File: src/hdl/memPkg.sv
package memPkg;

    // access size as issued by the data path
    typedef enum logic [1:0] {
        lenByte = 2'd0,
        lenHalf = 2'd1,
        lenWord = 2'd2
    } accessLen_t;

    typedef enum logic [1:0] {
        ownerIdle  = 2'd0,
        ownerData  = 2'd1,
        ownerFetch = 2'd2
    } memOwner_t;

    typedef struct packed {
        logic        isStore;
        accessLen_t  len;
        logic [31:0] addr;
        logic [31:0] wdata;
    } dataReq_t;

    typedef struct packed {
        logic        done;
        logic [31:0] rdata;
    } dataResp_t;

    typedef struct packed {
        logic        done;
        logic [31:0] inst;
    } fetchResp_t;

    typedef struct packed {
        logic        valid;
        logic [31:0] pc;
        logic [31:0] inst;
    } fetchOut_t;

    typedef struct packed {
        logic        write;
        logic [31:0] addr;
        logic [7:0]  wdata;
    } ramPort_t;

    // byte count of an access
    function automatic logic [2:0] lenBytes(accessLen_t len);
        case (len)
            lenByte: return 3'd1;
            lenHalf: return 3'd2;
            default: return 3'd4;
        endcase
    endfunction

endpackage

File: src/hdl/memCtrl.sv
module memCtrl
    import memPkg::*;
#(
    parameter int ramAddrBits = 12
) (
    input  logic        clk,
    input  logic        rst,
    input  logic        ioBufferFull,
    input  logic        dataEn,
    input  dataReq_t    dataReq,
    output dataResp_t   dataResp,
    input  logic        fetchEn,
    input  logic [31:0] fetchAddr,
    output fetchResp_t  fetchResp,
    output ramPort_t    ramPort,
    input  logic [7:0]  ramRdata,
    output memOwner_t   owner
);
    logic [2:0]  stage;
    logic [2:0]  numBytes;
    logic [2:0]  capLane;
    logic [31:0] baseAddr;
    logic        isStore;
    logic        issuing;
    logic        lastStep;
    logic        anyDone;
    logic        rdPending;
    logic [31:0] assembly;
    logic [31:0] assembled;
    logic        dataDone;
    logic [31:0] dataRdata;
    logic        fetchDone;
    logic [31:0] fetchInst;

    // request fields are held steady by the requester until done
    always_comb begin
        if (owner == ownerFetch) begin
            baseAddr = fetchAddr;
            numBytes = 3'd4;
            isStore  = 1'b0;
        end else begin
            baseAddr = dataReq.addr;
            numBytes = lenBytes(dataReq.len);
            isStore  = dataReq.isStore;
        end
    end

    assign issuing = (owner != ownerIdle) && (stage < numBytes);
    // loads need one more cycle for the last byte to come back
    assign lastStep = isStore ? (stage == numBytes - 3'd1) : (stage == numBytes);
    assign anyDone = dataDone || fetchDone;

    assign ramPort.addr  = baseAddr + 32'(stage);
    assign ramPort.wdata = dataReq.wdata[{stage[1:0], 3'b000} +: 8];
    assign ramPort.write = isStore && issuing && !ioBufferFull;

    // byte read at the previous edge belongs to lane stage-1
    assign capLane = stage - 3'd1;

    always_comb begin
        assembled = assembly;
        if (rdPending) begin
            assembled[{capLane[1:0], 3'b000} +: 8] = ramRdata;
        end
    end

    always_ff @(posedge clk) begin
        if (rst) begin
            owner     <= ownerIdle;
            stage     <= '0;
            rdPending <= 1'b0;
            dataDone  <= 1'b0;
            fetchDone <= 1'b0;
        end else begin
            dataDone  <= 1'b0;
            fetchDone <= 1'b0;
            rdPending <= 1'b0;
            if (!ioBufferFull) begin
                if (owner == ownerIdle) begin
                    stage <= '0;
                    // data wins and a stale enable never restarts
                    if (!anyDone && dataEn) begin
                        owner <= ownerData;
                    end else if (!anyDone && fetchEn) begin
                        owner <= ownerFetch;
                    end
                end else if (lastStep) begin
                    owner     <= ownerIdle;
                    dataDone  <= (owner == ownerData);
                    fetchDone <= (owner == ownerFetch);
                end else begin
                    stage     <= stage + 3'd1;
                    rdPending <= !isStore;
                end
            end
        end
    end

    // a stall edge still captures the pending byte before the RAM re-reads
    always_ff @(posedge clk) begin
        if (owner == ownerIdle) begin
            assembly <= '0;
        end else begin
            assembly <= assembled;
        end
        if (!ioBufferFull && lastStep && owner == ownerData && !isStore) begin
            dataRdata <= assembled;
        end
        if (!ioBufferFull && lastStep && owner == ownerFetch) begin
            fetchInst <= assembled;
        end
    end

    assign dataResp  = '{done: dataDone, rdata: dataRdata};
    assign fetchResp = '{done: fetchDone, inst: fetchInst};

    doneIsPulse: assert property (@(posedge clk) disable iff (rst)
        anyDone |=> !anyDone);

    writeOnlyForData: assert property (@(posedge clk) disable iff (rst)
        ramPort.write |-> owner == ownerData);

    addrInRange: assert property (@(posedge clk) disable iff (rst)
        issuing |-> (ramPort.addr >> ramAddrBits) == '0);

endmodule

File: config.mk
export PLATFORM = sky130hd
export DESIGN_NAME = memCtrl
export DESIGN_NICKNAME = d
export VERILOG_FILES = /design/src/hdl/memPkg.sv /design/src/hdl/memCtrl.sv
export SDC_FILE = /design/constraint.sdc
export NUM_CORES = 1
export LEC_CHECK = 0
export BUFFER_PORTS_ARGS = -buffer_cell sky130_fd_sc_hd__clkbuf_2
export CAP_MARGIN = 20
export CORE_AREA = 2 2 114 116
export DETAILED_ROUTE_END_ITERATION = 8
export DIE_AREA = 0 0 116 118
export PLACE_DENSITY = 0.76
export SLEW_MARGIN = 40
export SYNTH_ARGS = -nofsm -noshare
export SYNTH_HDL_FRONTEND = slang
export SYNTH_SLANG_ARGS = --single-unit
File: constraint.sdc
create_clock -name clk -period 6.95 [get_ports clk]
set_clock_uncertainty 0.15 [all_clocks]
set_input_delay 1.39 -clock clk [delete_from_list [all_inputs] [get_ports clk]]
set_output_delay 1.39 -clock clk [all_outputs]
set_load 0.02 [all_outputs]
==> impl_metrics.py <==
metrics = {
    "timing": {
        "setup_viol": 0,
        "finalHoldViolCount": 0,
        "holdWs_ps": 430.8,
        "clock.fmax_mhz": 194.2,
        "slew_headroom_pct": 56.74,
        "period_share_pct": 74.10,
        "setup_ws_ps": 1800,
        "tns_ps": 0,
        "tightest_slew_ps": 648.0,
        "grt_setup_unrepaired": "false",
        "min_period_ps": 5150,
        "drv_slew": 0,
    },
    "yosys": {
        "synth.area.top_cells": "edfxtp_1 (36%), dfxtp_1 (15%), a22o_1 (5.2%)",
        "async_flop_share_pct": 0,
        "syn_nets": 578,
        "synth_cells": 452,
        "syn-cell-area_um2": 5363,
        "synth_top_area_cell": "edfxtp_1",
        "ys.flop_type": "edfxtp_1",
        "yosysWarningCount": 0,
        "synth_cell_type_count": 56,
        "ys_ff_latch": 104,
        "synth.yosys.seq_area_share_pct": 50.77,
        "synth_top_area_share_pct": 35.84,
        "synth_edf_count": 64,
        "syn_area_per_cell_um2": 11.86,
    },
    "finish": {
        "finalInstanceArea_um2": 6919,
        "area_delta_synth_final_pct": 29.02,
        "diodes": 0,
        "multiInputGateArea_um2": 2504,
        "final_core_util_pct": 55.73,
        "fin_nets": 796,
        "fill_cells": 1070,
        "final_cell_mix": "clkbuf_2 (220), edfxtp_1 (64), nand2_1 (48), dfxtp_1 (39), and2_1 (33)",
        "layout-drive-gt1-share_pct": 41.33,
        "stdcell_count": 847,
        "ff_latch_area_um2": 2724,
        "final_common_cell": "clkbuf_2",
    },
    "routing": {
        "drtPass1Iterations": 6,
        "route.met3.wl_um": 921,
        "final_antenna_net_count": 0,
        "drtIter0Drc": 189,
        "top_layer": "met4",
        "met1_length_um": 5340,
        "vias_per_cell": 5.138,
        "post_drt_wl_per_cell_um": 15.76,
        "drt_wl_total_um": 13350,
        "drcViolationCount": 0,
        "wl_met2_um": 6769,
        "vias": 4352,
    },
    "clock_network": {
        "cts-resized-gates": 0,
        "insertion_delay_ps": 340,
        "cts.path.max_buffers": 2,
        "cts_made_buffers": 9,
        "postCtsSetupRepairBufs": 0,
        "clock-sinks": 104,
        "cts_tree": "done",
        "hold_buffers": 0,
        "cts.reportedPaths.clkPinSlew_ps": 70,
        "root_buffer": "clkbuf_16",
        "h-tree-depth": 3,
    },
    "pwr": {
        "clkPwrFrac_pct": 34.4,
        "p_sw_share_pct": 26.41,
        "p_per_area_nw_per_um2": 194.0,
        "seqPwrFrac_pct": 49.2,
        "intPower_uw": 987.8,
        "p_switching_uw": 354.4,
        "p_total_mw": 1.342,
        "peakVddDrop_uv": 121.6,
        "p_comb_share_pct": 16.4,
        "power_leakage_nw": 2.948,
    },
    "placed_design": {
        "hpwl_um": 10440,
        "io_buffers": 220,
        "placed_cells": 831,
        "place_congestion": 0.8878,
        "pre_cts_ws_ps": 1790,
        "dpl-instance-area_um2": 6624,
    },
    "worst_hold_path": {
        "min_path_type": "register to register",
        "min_path_cells": 1,
    },
    "status": {
        "outcome": "finished clean",
    },
    "die": {
        "ios": 221,
        "die_area_um2": 13690,
        "row_count": 41,
        "core-area_um2": 12410,
        "die_w_um": 116,
        "start_util_pct": 43.20,
        "die_h_um": 118,
    },
    "worst_setup_path": {
        "timing.critical_path.to_type": "primary output",
        "crit_type": "input port to primary output",
        "cp_data_arrival_time_ps": 3610,
        "worstSetupStartpointType": "input port",
        "path_max_fanout": 7,
        "ff2ff_path_depth": 11,
        "required_ps": 5410,
    },
    "global_route": {
        "grt_pass1_wl_um": 21100,
        "gr-total-overflow": 0,
        "grt_start_max_net_pins": 36,
        "grt_pass1_vias": 4256,
        "grt_use_total_pct": 19.38,
        "antenna_found_initial": 0,
    },
    "run": {
        "max_cap_viol_count": 0,
    },
}
-- power by group through the flow --
stage	clock network (mW)	registers, mW	logic (mW)
floorplan	0	0.675	0.135
global placement	0	0.673	0.214
detailed placement	0	0.674	0.219
CTS	0.470	0.660	0.220
global route	0.493	0.661	0.238
finish	0.462	0.660	0.220
-- cell usage after synthesis (2+ instances only) --
library cell  instances
edfxtp_1             64
nand2_1              48
dfxtp_1              40
and2_1               33
a22o_1               32
mux2i_1              26
xnor2_1              23
nand3_1              18
ha_1                 13
inv_1                13
xor2_1               12
nor2_1               10
a21oi_1               8
mux4_2                8
nor3_1                8
and3_1                7
nor4_1                7
buf_2                 6
clkbuf_1              6
o21ai_0               6
a31oi_1               5
nand4_1               4
nor2_2                4
mux2i_2               3
mux2i_4               3
nand2b_1              3
nor3b_1               3
or3_1                 3
and4bb_2              2
buf_1                 2
buf_4                 2
buf_6                 2
mux2_2                2
nand3_2               2
nor2b_1               2
o32ai_1               2
-- path summary, 6_finish.rpt --
kind / start / to / slack (ps)
max: dataReq[32] / ramPort[20] / 1800
min: assembly[16]$_SDFF_PP0_ / fetchInst[16]$_DFFE_PP_ / 430
max reg2reg: owner[1]$_SDFFE_PP0P_ / dataRdata[16]$_DFFE_PP_ / 3120
min reg2reg: assembly[16]$_SDFF_PP0_ / fetchInst[16]$_DFFE_PP_ / 430
-- worst max-delay path, stage by stage --
cell      delay [ps]
clkbuf_2          80
nand2_1           80
nand2_1           80
ha_1             190
inv_1             70
fa_1             200
inv_1             50
a21oi_1          480
nor2_1           230
and4bb_2         290
xnor2_1          120
mux2i_1          150
clkbuf_2         190
-- cells by family after synthesis --
group / Yosys count / share of synthesized area (%)
simple gates: 165 / 17.45
flops: 104 / 50.77
compound gates: 60 / 8.890
mux: 42 / 10.66
xor+xnor: 35 / 5.716
buf+inv: 32 / 3.103
fa+ha+maj: 14 / 3.407
-- state kept, by name, indices dropped and copies added, names as in the netlist --
signal and count:
dataDone 1, owner 2, rdPending 1, dataRdata 32
fetchDone 1, stage 3, assembly 32, fetchInst 32
-- metal layers --
| layer | global-route usage, % | up-vias |
|---|---|---|
| met2 | 34.43 | 187 |
| met1 | 22.67 | 2037 |
| met5 | 0 | - |
| met3 | 4.325 | 24 |
| met4 | 6.845 | 0 |
| li1 | - | 2104 |
-- layout make-up --
cell class | instances | area share, %
flip-flops and latches | 104 | 39.37
multi-input cells | 316 | 36.18
repair buffers | 226 | 16.56
clock buffers | 9 | 3.255
well taps | 172 | 3.110
clock inverters | 7 | 0.8137
inverters | 13 | 0.7052
Note: power is estimated with default switching activity, not from simulation.
