$ cat src/hdl/memPkg.sv
package memPkg;

    // access size as issued by the data path
    typedef enum logic [1:0] {
        lenByte = 2'd0,
        lenHalf = 2'd1,
        lenWord = 2'd2
    } accessLen_t;

    typedef enum logic [1:0] {
        ownerIdle  = 2'd0,
        ownerData  = 2'd1,
        ownerFetch = 2'd2
    } memOwner_t;

    typedef struct packed {
        logic        isStore;
        accessLen_t  len;
        logic [31:0] addr;
        logic [31:0] wdata;
    } dataReq_t;

    typedef struct packed {
        logic        done;
        logic [31:0] rdata;
    } dataResp_t;

    typedef struct packed {
        logic        done;
        logic [31:0] inst;
    } fetchResp_t;

    typedef struct packed {
        logic        valid;
        logic [31:0] pc;
        logic [31:0] inst;
    } fetchOut_t;

    typedef struct packed {
        logic        write;
        logic [31:0] addr;
        logic [7:0]  wdata;
    } ramPort_t;

    // byte count of an access
    function automatic logic [2:0] lenBytes(accessLen_t len);
        case (len)
            lenByte: return 3'd1;
            lenHalf: return 3'd2;
            default: return 3'd4;
        endcase
    endfunction

endpackage

$ cat src/hdl/instFetch.sv
module instFetch
    import memPkg::*;
#(
    parameter logic [31:0] resetPc = 32'h0
) (
    input  logic        clk,
    input  logic        rst,
    input  logic        fetchEnable,
    input  logic        redirect,
    input  logic [31:0] redirectPc,
    output logic        fetchEn,
    output logic [31:0] fetchAddr,
    input  fetchResp_t  fetchResp,
    output fetchOut_t   fetchOut
);
    logic [31:0] pc;
    logic [31:0] pcNext;
    logic        launch;
    logic        discard;
    logic        outValid;
    logic [31:0] outPc;
    logic [31:0] outInst;

    // pc only tracks fetchAddr while nothing is discarded
    always_comb begin
        if (redirect) begin
            pcNext = redirectPc;
        end else if (fetchResp.done && !discard) begin
            pcNext = pc + 32'd4;
        end else begin
            pcNext = pc;
        end
    end

    assign launch = !fetchEn || fetchResp.done;

    always_ff @(posedge clk) begin
        if (rst) begin
            pc       <= resetPc;
            fetchEn  <= 1'b0;
            discard  <= 1'b0;
            outValid <= 1'b0;
        end else begin
            pc       <= pcNext;
            outValid <= fetchResp.done && !discard && !redirect;
            if (launch) begin
                fetchEn <= fetchEnable;
            end
            if (fetchResp.done) begin
                discard <= 1'b0;
            end else if (redirect && fetchEn) begin
                discard <= 1'b1;
            end
        end
    end

    always_ff @(posedge clk) begin
        if (launch) begin
            fetchAddr <= pcNext;
        end
        outPc   <= fetchAddr;
        outInst <= fetchResp.inst;
    end

    assign fetchOut = '{valid: outValid, pc: outPc, inst: outInst};

    pcAligned: assert property (@(posedge clk) disable iff (rst)
        pc[1:0] == 2'b00);

endmodule

$ cat config.mk
export PLATFORM = sky130hd
export DESIGN_NAME = instFetch
export DESIGN_NICKNAME = d
export VERILOG_FILES = /design/src/hdl/memPkg.sv /design/src/hdl/instFetch.sv
export SDC_FILE = /design/constraint.sdc
export NUM_CORES = 1
export LEC_CHECK = 0
export ABC_AREA = 1
export BUFFER_PORTS_ARGS = -buffer_cell sky130_fd_sc_hd__buf_2
export CAP_MARGIN = 40
export CORE_MARGIN = 1
export CORE_UTILIZATION = 35
export CTS_CLUSTER_SIZE = 24
export DETAILED_ROUTE_END_ITERATION = 10
export GPL_TIMING_DRIVEN = 0
export HOLD_SLACK_MARGIN = 0.08
export PLACE_DENSITY = 0.62
export SYNTH_ARGS = -nofsm -noshare
export SYNTH_HDL_FRONTEND = slang
export SYNTH_SLANG_ARGS = --single-unit
$ cat constraint.sdc
create_clock -name clk -period 1.6 [get_ports clk]
set_clock_uncertainty 0.1 [all_clocks]
set_input_delay 0.24 -clock clk [delete_from_list [all_inputs] [get_ports clk]]
set_output_delay 0.24 -clock clk [all_outputs]
set_load 0.005 [all_outputs]
==> metrics.txt, run 1 <==
count of cell types in the netlist=31; clock-pin transition on the worst setup and hold timing paths=0.06 ns; Routed WL=between 10000 and 15000 um; Max-cap violations=0; Placeable Area=0.0122 mm^2; fin crit period=1.61 ns; IO Pins=167; Hold Fails Final Rpt=0; fin cells=890; total power=8250 uW; Critical Path Fanout Max=3; internal power=6460 uW; clk_lat worst skew=0.41 ns; Root Driver=clkbuf_16; post-synthesis sequential area ratio=approximately two thirds; first-pass GRT wire length=between 15000 and 20000 um; CP Capture Type=register; Area growth, synth to finish=61.0%; GP Congestion=slightly above 0.8; Mapped Area=0.00447 mm^2; antenna violations before repair=0; clk buf depth=2; Mapped Nets=518; RSZ-0062 raised after global routing=true; Post-DRT Antenna Nets=0; r2r setup slk=-0.007 ns; total gr overflow=0; DR vias=3905; wire per inst=approximately 13 um; Seq pwr share=45.8%; number of synthesized flops with an enable pin=32; Initial DRC Count=139; synth top area cells=dfxtp_1 (44%), edfxtp_1 (22%), nand2_1 (11%); Main synth FF type=dfxtp_1; final setup fails=1; register area=0.00298 mm^2; Synth Area per Inst=9.97 um^2; Residual DRC=0; crit share post-route=100%; design area=0.00719 mm^2; synthesis-stage register bit count=131; setup TNS=-0.00693 ns; H-tree depth=4; Pins Over Slew Limit=0; Starting Density=36.6%; Ys Warns=0; die area=approximately 0.013 mm^2; cell type with the highest aggregate area in the netlist=dfxtp_1; vias in the first global route=3847; port bufs=166; Worst setup SP type=register; post-synth top area share=between 40% and 50%; Die Y=between 100 and 150 um; pin count of the biggest net entering global routing=34; Syn Inst Count=448; HP Class=in2reg; Sink Count=around 130; crit path kind=reg2reg; antenna cells=0; layout cells sized above 1=a little under half; Core Rows=40; total leakage power=roughly 0.0033 uW; Via density=between 4 and 5; total track usage=a little under a fifth; drt pass-1 iters=4; dpl cells=about 780; Worst VDD drop=0.633 mV; nets=780; final worst setup slack=-0.00693 ns; Sw Ratio=21.7%; worst hold slack=0.0919 ns; Slew @ Worst Pin=0.839 ns; Synth top cells by count=nand2_1 (126), dfxtp_1 (99), nand3_1 (42); WP data arrival=1.67 ns; DP Area=0.00551 mm^2; Die Width=115 um; max_slew headroom=between 40% and 50%; Synth async-reset ratio=0%; Post-DP HPWL=7800 um; PD cells=1150 mW/mm^2; outcome=complete, but fails checks; area of the multi-input gates=0.00164 mm^2; NetSw=1790 uW; clock network fraction of design power=45.5%; top-count cell post-synth=nand2_1; violated checks=setup timing; combinational power share=between 8 and 9%; CTS tree=done; highest clock rate=622 MHz; Data required, critical path=1.67 ns; Fill cells=1056; total CTS buffers=17
routing by layer:
layer | GRT usage [%] | part of all wire [%] | up-vias
met5 | 0 | 0 | -
met4 | 8.31 | 2.3 | 0
met3 | 5.27 | 7.1 | 21
met2 | 31.5 | 48 | 142
met1 | 20.5 | 42 | 1756
li1 | - | - | 1986
repair_timing:
item / CTS / global route
hold buffers: 64 / 1
hold endpoints to repair: 93 / 1
gates resized for setup: 49 / 59
buffers inserted: 5 / 7
pin swaps: 21 / 24
endpoints found under the setup margin: 30 / 45
logic make-up (layout without fill, tap and decap cells):
group / count (synthesis) / count (layout) / share of synthesized area (%)
AND/OR/NAND/NOR: 230 / 230 / 23.9
flip-flops: 131 / 131 / 65.9
buffers and inverters: 42 / 316 / 3.89
AO/OA/AOI/OAI: 35 / 35 / 4.26
XOR/XNOR: 9 / 9 / 1.76
adder cells (fa/ha/maj): 1 / 1 / 0.280
critical path: stages (launching register included):
cell and delay [ns]:
dfxtp_4 0.37, ha_4 0.15, nand3_4 0.08, nor2_4 0.18
nand3_4 0.13, nor2_4 0.13, nand3_2 0.07, nand3_2 0.08
nand2_1 0.06
cells in the final DEF, fill, tap and decap left out, types with 2 or more instances in the layout:
cell           count
dfxtp_1           79
nor2_2             8
clkbuf_8           2
dlygate4sd3_1     65
clkbuf_16         21
inv_2              5
buf_2            169
xnor2_1            2
nand3_2           18
nand3_4            4
inv_1             25
clkinv_2           4
nand4_1            3
or2_2              9
nor2_4            16
nor2_1            11
nand2_2           19
xor2_1             7
a21oi_1           23
buf_6              4
buf_4             10
nand2_4            3
nand2_1          107
dfxtp_2           14
clkbuf_1           7
a21oi_2            7
o21ai_2            2
nand3_1           25
and2_1             3
edfxtp_1          32
dfxtp_4            6
area by class of cell:
class / instances / share of cell area, %
well taps: 168 / 2.92
repair buffers: 243 / 22.1
plain buffers: 11 / 0.731
multi-input cells: 275 / 22.8
flip-flops and latches: 131 / 41.5
clock buffers: 25 / 7.79
clock inverters: 6 / 0.487
inverters: 31 / 1.72
power by group through the flow:
stage	registers (uW)	logic (uW)	clock network [uW]
floorplan	3850	194	0
global placement	3830	560	0
detailed placement	3830	566	0
CTS	3770	699	3850
global route	3810	790	3990
finish	3780	713	3760
sequential cells by signal, summed over array words and instances (netlist names):
| name | flops |
|---|---|
| fetchAddr | 32 |
| pc | 32 |
| fetchEn | 1 |
| discard | 1 |
| outPc | 32 |
| outInst | 32 |
| outValid | 1 |
stage by stage:
step	util, %	setup slack [ns]
after floorplan	-	0.0119
after global placement	45.1	-0.403
after detailed placement	45.1	-0.276
after CTS	57.1	-0.0312
after global routing	58.9	-0.0787
final	58.9	-0.00693
worst paths after layout:
kind / from / endpoint / cells past startpoint
worst max-delay path: pc[2]$_SDFF_PP0_ / fetchAddr[26]$_DFFE_PP_ / 8
worst min-delay path: redirectPc[17] / pc[17]$_SDFF_PP0_ / 4
worst min register to register: fetchAddr[17]$_DFFE_PP_ / outPc[17]$_DFF_P_ / 0
worst max register to register: pc[2]$_SDFF_PP0_ / fetchAddr[26]$_DFFE_PP_ / 8
Note: power is estimated with default switching activity, not from simulation.
==> run 2: changes to the inputs <==
--- a/config.mk
+++ b/config.mk
@@ -8,6 +8,7 @@
 export ABC_AREA = 1
 export BUFFER_PORTS_ARGS = -buffer_cell sky130_fd_sc_hd__buf_2
 export CAP_MARGIN = 40
+export CORE_ASPECT_RATIO = 0.8
 export CORE_MARGIN = 1
 export CORE_UTILIZATION = 35
 export CTS_CLUSTER_SIZE = 24
==> metrics.txt, run 2 (synthesis gave the netlist of run 1 again) <==
Routed WL=11400 um (-3.2%); Root Driver=clkbuf_16; most frequent cells in the layout=buf_2 (169), nand2_1 (109), dfxtp_1 (78), dlygate4sd3_1 (66), edfxtp_1 (32); H-tree depth=4 (unchanged); pin count of the biggest net entering global routing=20 (-41%); WP data arrival=1.70 ns (+0.03 ns); outcome=complete, but fails checks; IO Pins=167 (unchanged); Residual DRC=0 (unchanged); antenna cells=0 (unchanged); violated checks=setup timing; Slew @ Worst Pin=0.649 ns (-0.189 ns); highest clock rate=613 MHz (-1.5%); Core Rows=36 (-10%); GP Congestion=0.808 (-2.6%); clock-pin transition on the worst setup and hold timing paths=0.06 ns (about the same); Worst setup SP type=register; Die Width=128 um (+12%); Sink Count=131 (unchanged); CP Capture Type=register; first-pass GRT wire length=17300 um (-3.9%); kind of cell adding the most delay to the critical path=simple AND/OR/NAND/NOR gates; Placeable Area=0.0123 mm^2 (+0.70%); clk buf depth=2 (unchanged); Hold Fails Final Rpt=0 (unchanged); final setup fails=2 (+1); antenna violations before repair=0 (unchanged); worst hold slack=0.115 ns (+0.0226 ns); Data required, critical path=1.67 ns (about the same); total CTS buffers=17 (unchanged); total gr overflow=0 (unchanged); Buf+Inv Stages, Crit Path=0 (unchanged); crit path kind=reg2reg; Core Util, Final=59.1% (+0.16 points); clk_lat worst skew=0.42 ns (about the same); Area growth, synth to finish=62.6%; Max stage delay cell, worst path=dfxtp_4; Initial DRC Count=125 (-10%); fin crit period=1.63 ns (+0.0237 ns); wire per inst=12.7 um (-3.5%); Post-DRT Antenna Nets=0 (unchanged); final worst setup slack=-0.0306 ns (-0.0237 ns); die area=0.0132 mm^2 (about the same); total leakage power=0.00332 uW (+0.69%); port bufs=166 (unchanged); nets=779 (-0.13%); layout cells sized above 1=45.6% (+0.28 points); Starting Density=36.3% (-0.25 points); HP Class=in2reg; Post-DP HPWL=7560 um (-3.1%); PD cells=1150 mW/mm^2 (+0.67%); RSZ-0062 raised after global routing=true; crit share post-route=102% (+1.5 points); vias in the first global route=3637 (-5.5%); drt pass-1 iters=4 (unchanged); Max-cap violations=0 (unchanged); Die Y=103 um (-10%); delay of the slowest critical-path stage=0.37 ns (about the same); Critical Path Fanout Max=3 (unchanged); max_slew headroom=56.7% (+13 points); Worst VDD drop=1.07 mV (+69%); Pins Over Slew Limit=0 (unchanged); CTS tree=done; DR vias=3895 (-0.26%); total track usage=17.4% (-0.67 points); crit path cell chain=ha_4 > nand3_4 > nor2_4 > nand3_4 > nor2_4 > nand3_2 > nand3_2 > nand2_1; commonest non-fill, non-tap cell in the layout=buf_2; Via density=4.36 (-0.59%)
-- run 2: cell types whose count changed in the layout (fill, tap and decap cells not counted), sizes merged --
cell	previous run	this run
inv	32	34
dlygate4sd3	65	66
buf	184	182
clkbuf	30	29
-- run 2: final cells by class --
type | instances | area (um^2)
well taps | 171 | 214
flip-flops and latches | 131 | 2990
clock inverters | 8 | 53.8
repair buffers | 242 | 1590
inverters | 31 | 121
clock buffers | 24 | 568
multi-input cells | 275 | 1680
fillers | 1055 | 5030
plain buffers | 11 | 52.6
-- run 2: timing repair --
| action | in CTS | in global routing |
|---|---|---|
| resized for setup | 47 | 65 |
| setup endpoints to repair | 48 | 56 |
| hold endpoints to repair | 94 | 1 |
| pin swaps | 21 | 26 |
| setup buffers | 3 | 6 |
| hold buffers | 65 | 1 |
-- run 2: metrics by stage --
step / std cells / setup TNS (ns) / total power (uW) / area [um^2] / worst slack (ns)
finish: 893 / -0.0380 / 8390 / 7260 / -0.0306
global route: 893 / -0.923 / 8730 / 7260 / -0.0724
CTS: 886 / -0.207 / 8450 / 7010 / -0.0405
detailed placement: 786 / -4.65 / 4400 / 5540 / -0.283
global placement: 785 / -15.41 / 4380 / 5510 / -0.410
floorplan: 448 / 0 / 4040 / 4470 / 0.0119
-- run 2: final timing paths --
check	startpoint	end	slack, ns	depth (start not counted)
max	pc[2]$_SDFF_PP0_	fetchAddr[26]$_DFFE_PP_	-0.03	8
min	fetchResp[32]	outValid$_SDFF_PP0_	0.11	3
max reg2reg	pc[2]$_SDFF_PP0_	fetchAddr[26]$_DFFE_PP_	-0.03	8
min reg2reg	fetchAddr[4]$_DFFE_PP_	outPc[4]$_DFF_P_	0.26	0
-- run 2: power breakdown --
part	switching (uW)	internal, uW	leakage (uW)	total [uW]
sequential	118	3660	0.00119	3780
combinational	328	397	0.00182	725
clock	1390	2490	0.000313	3880
-- run 2: worst min-delay path: cells and delay by family --
family,cells,cell delay (ns)
buffers and inverters,1,0.13
AND/OR/NAND/NOR,2,0.21
-- run 2: per-layer routing --
layer	GRT usage [%]	vias to the layer above	part of all wire [%]
met3	5.92	12	5.7
met2	27.7	109	47
met1	22.1	1794	46
li1	-	1980	-
met4	6.61	0	1.2
met5	0	-	0
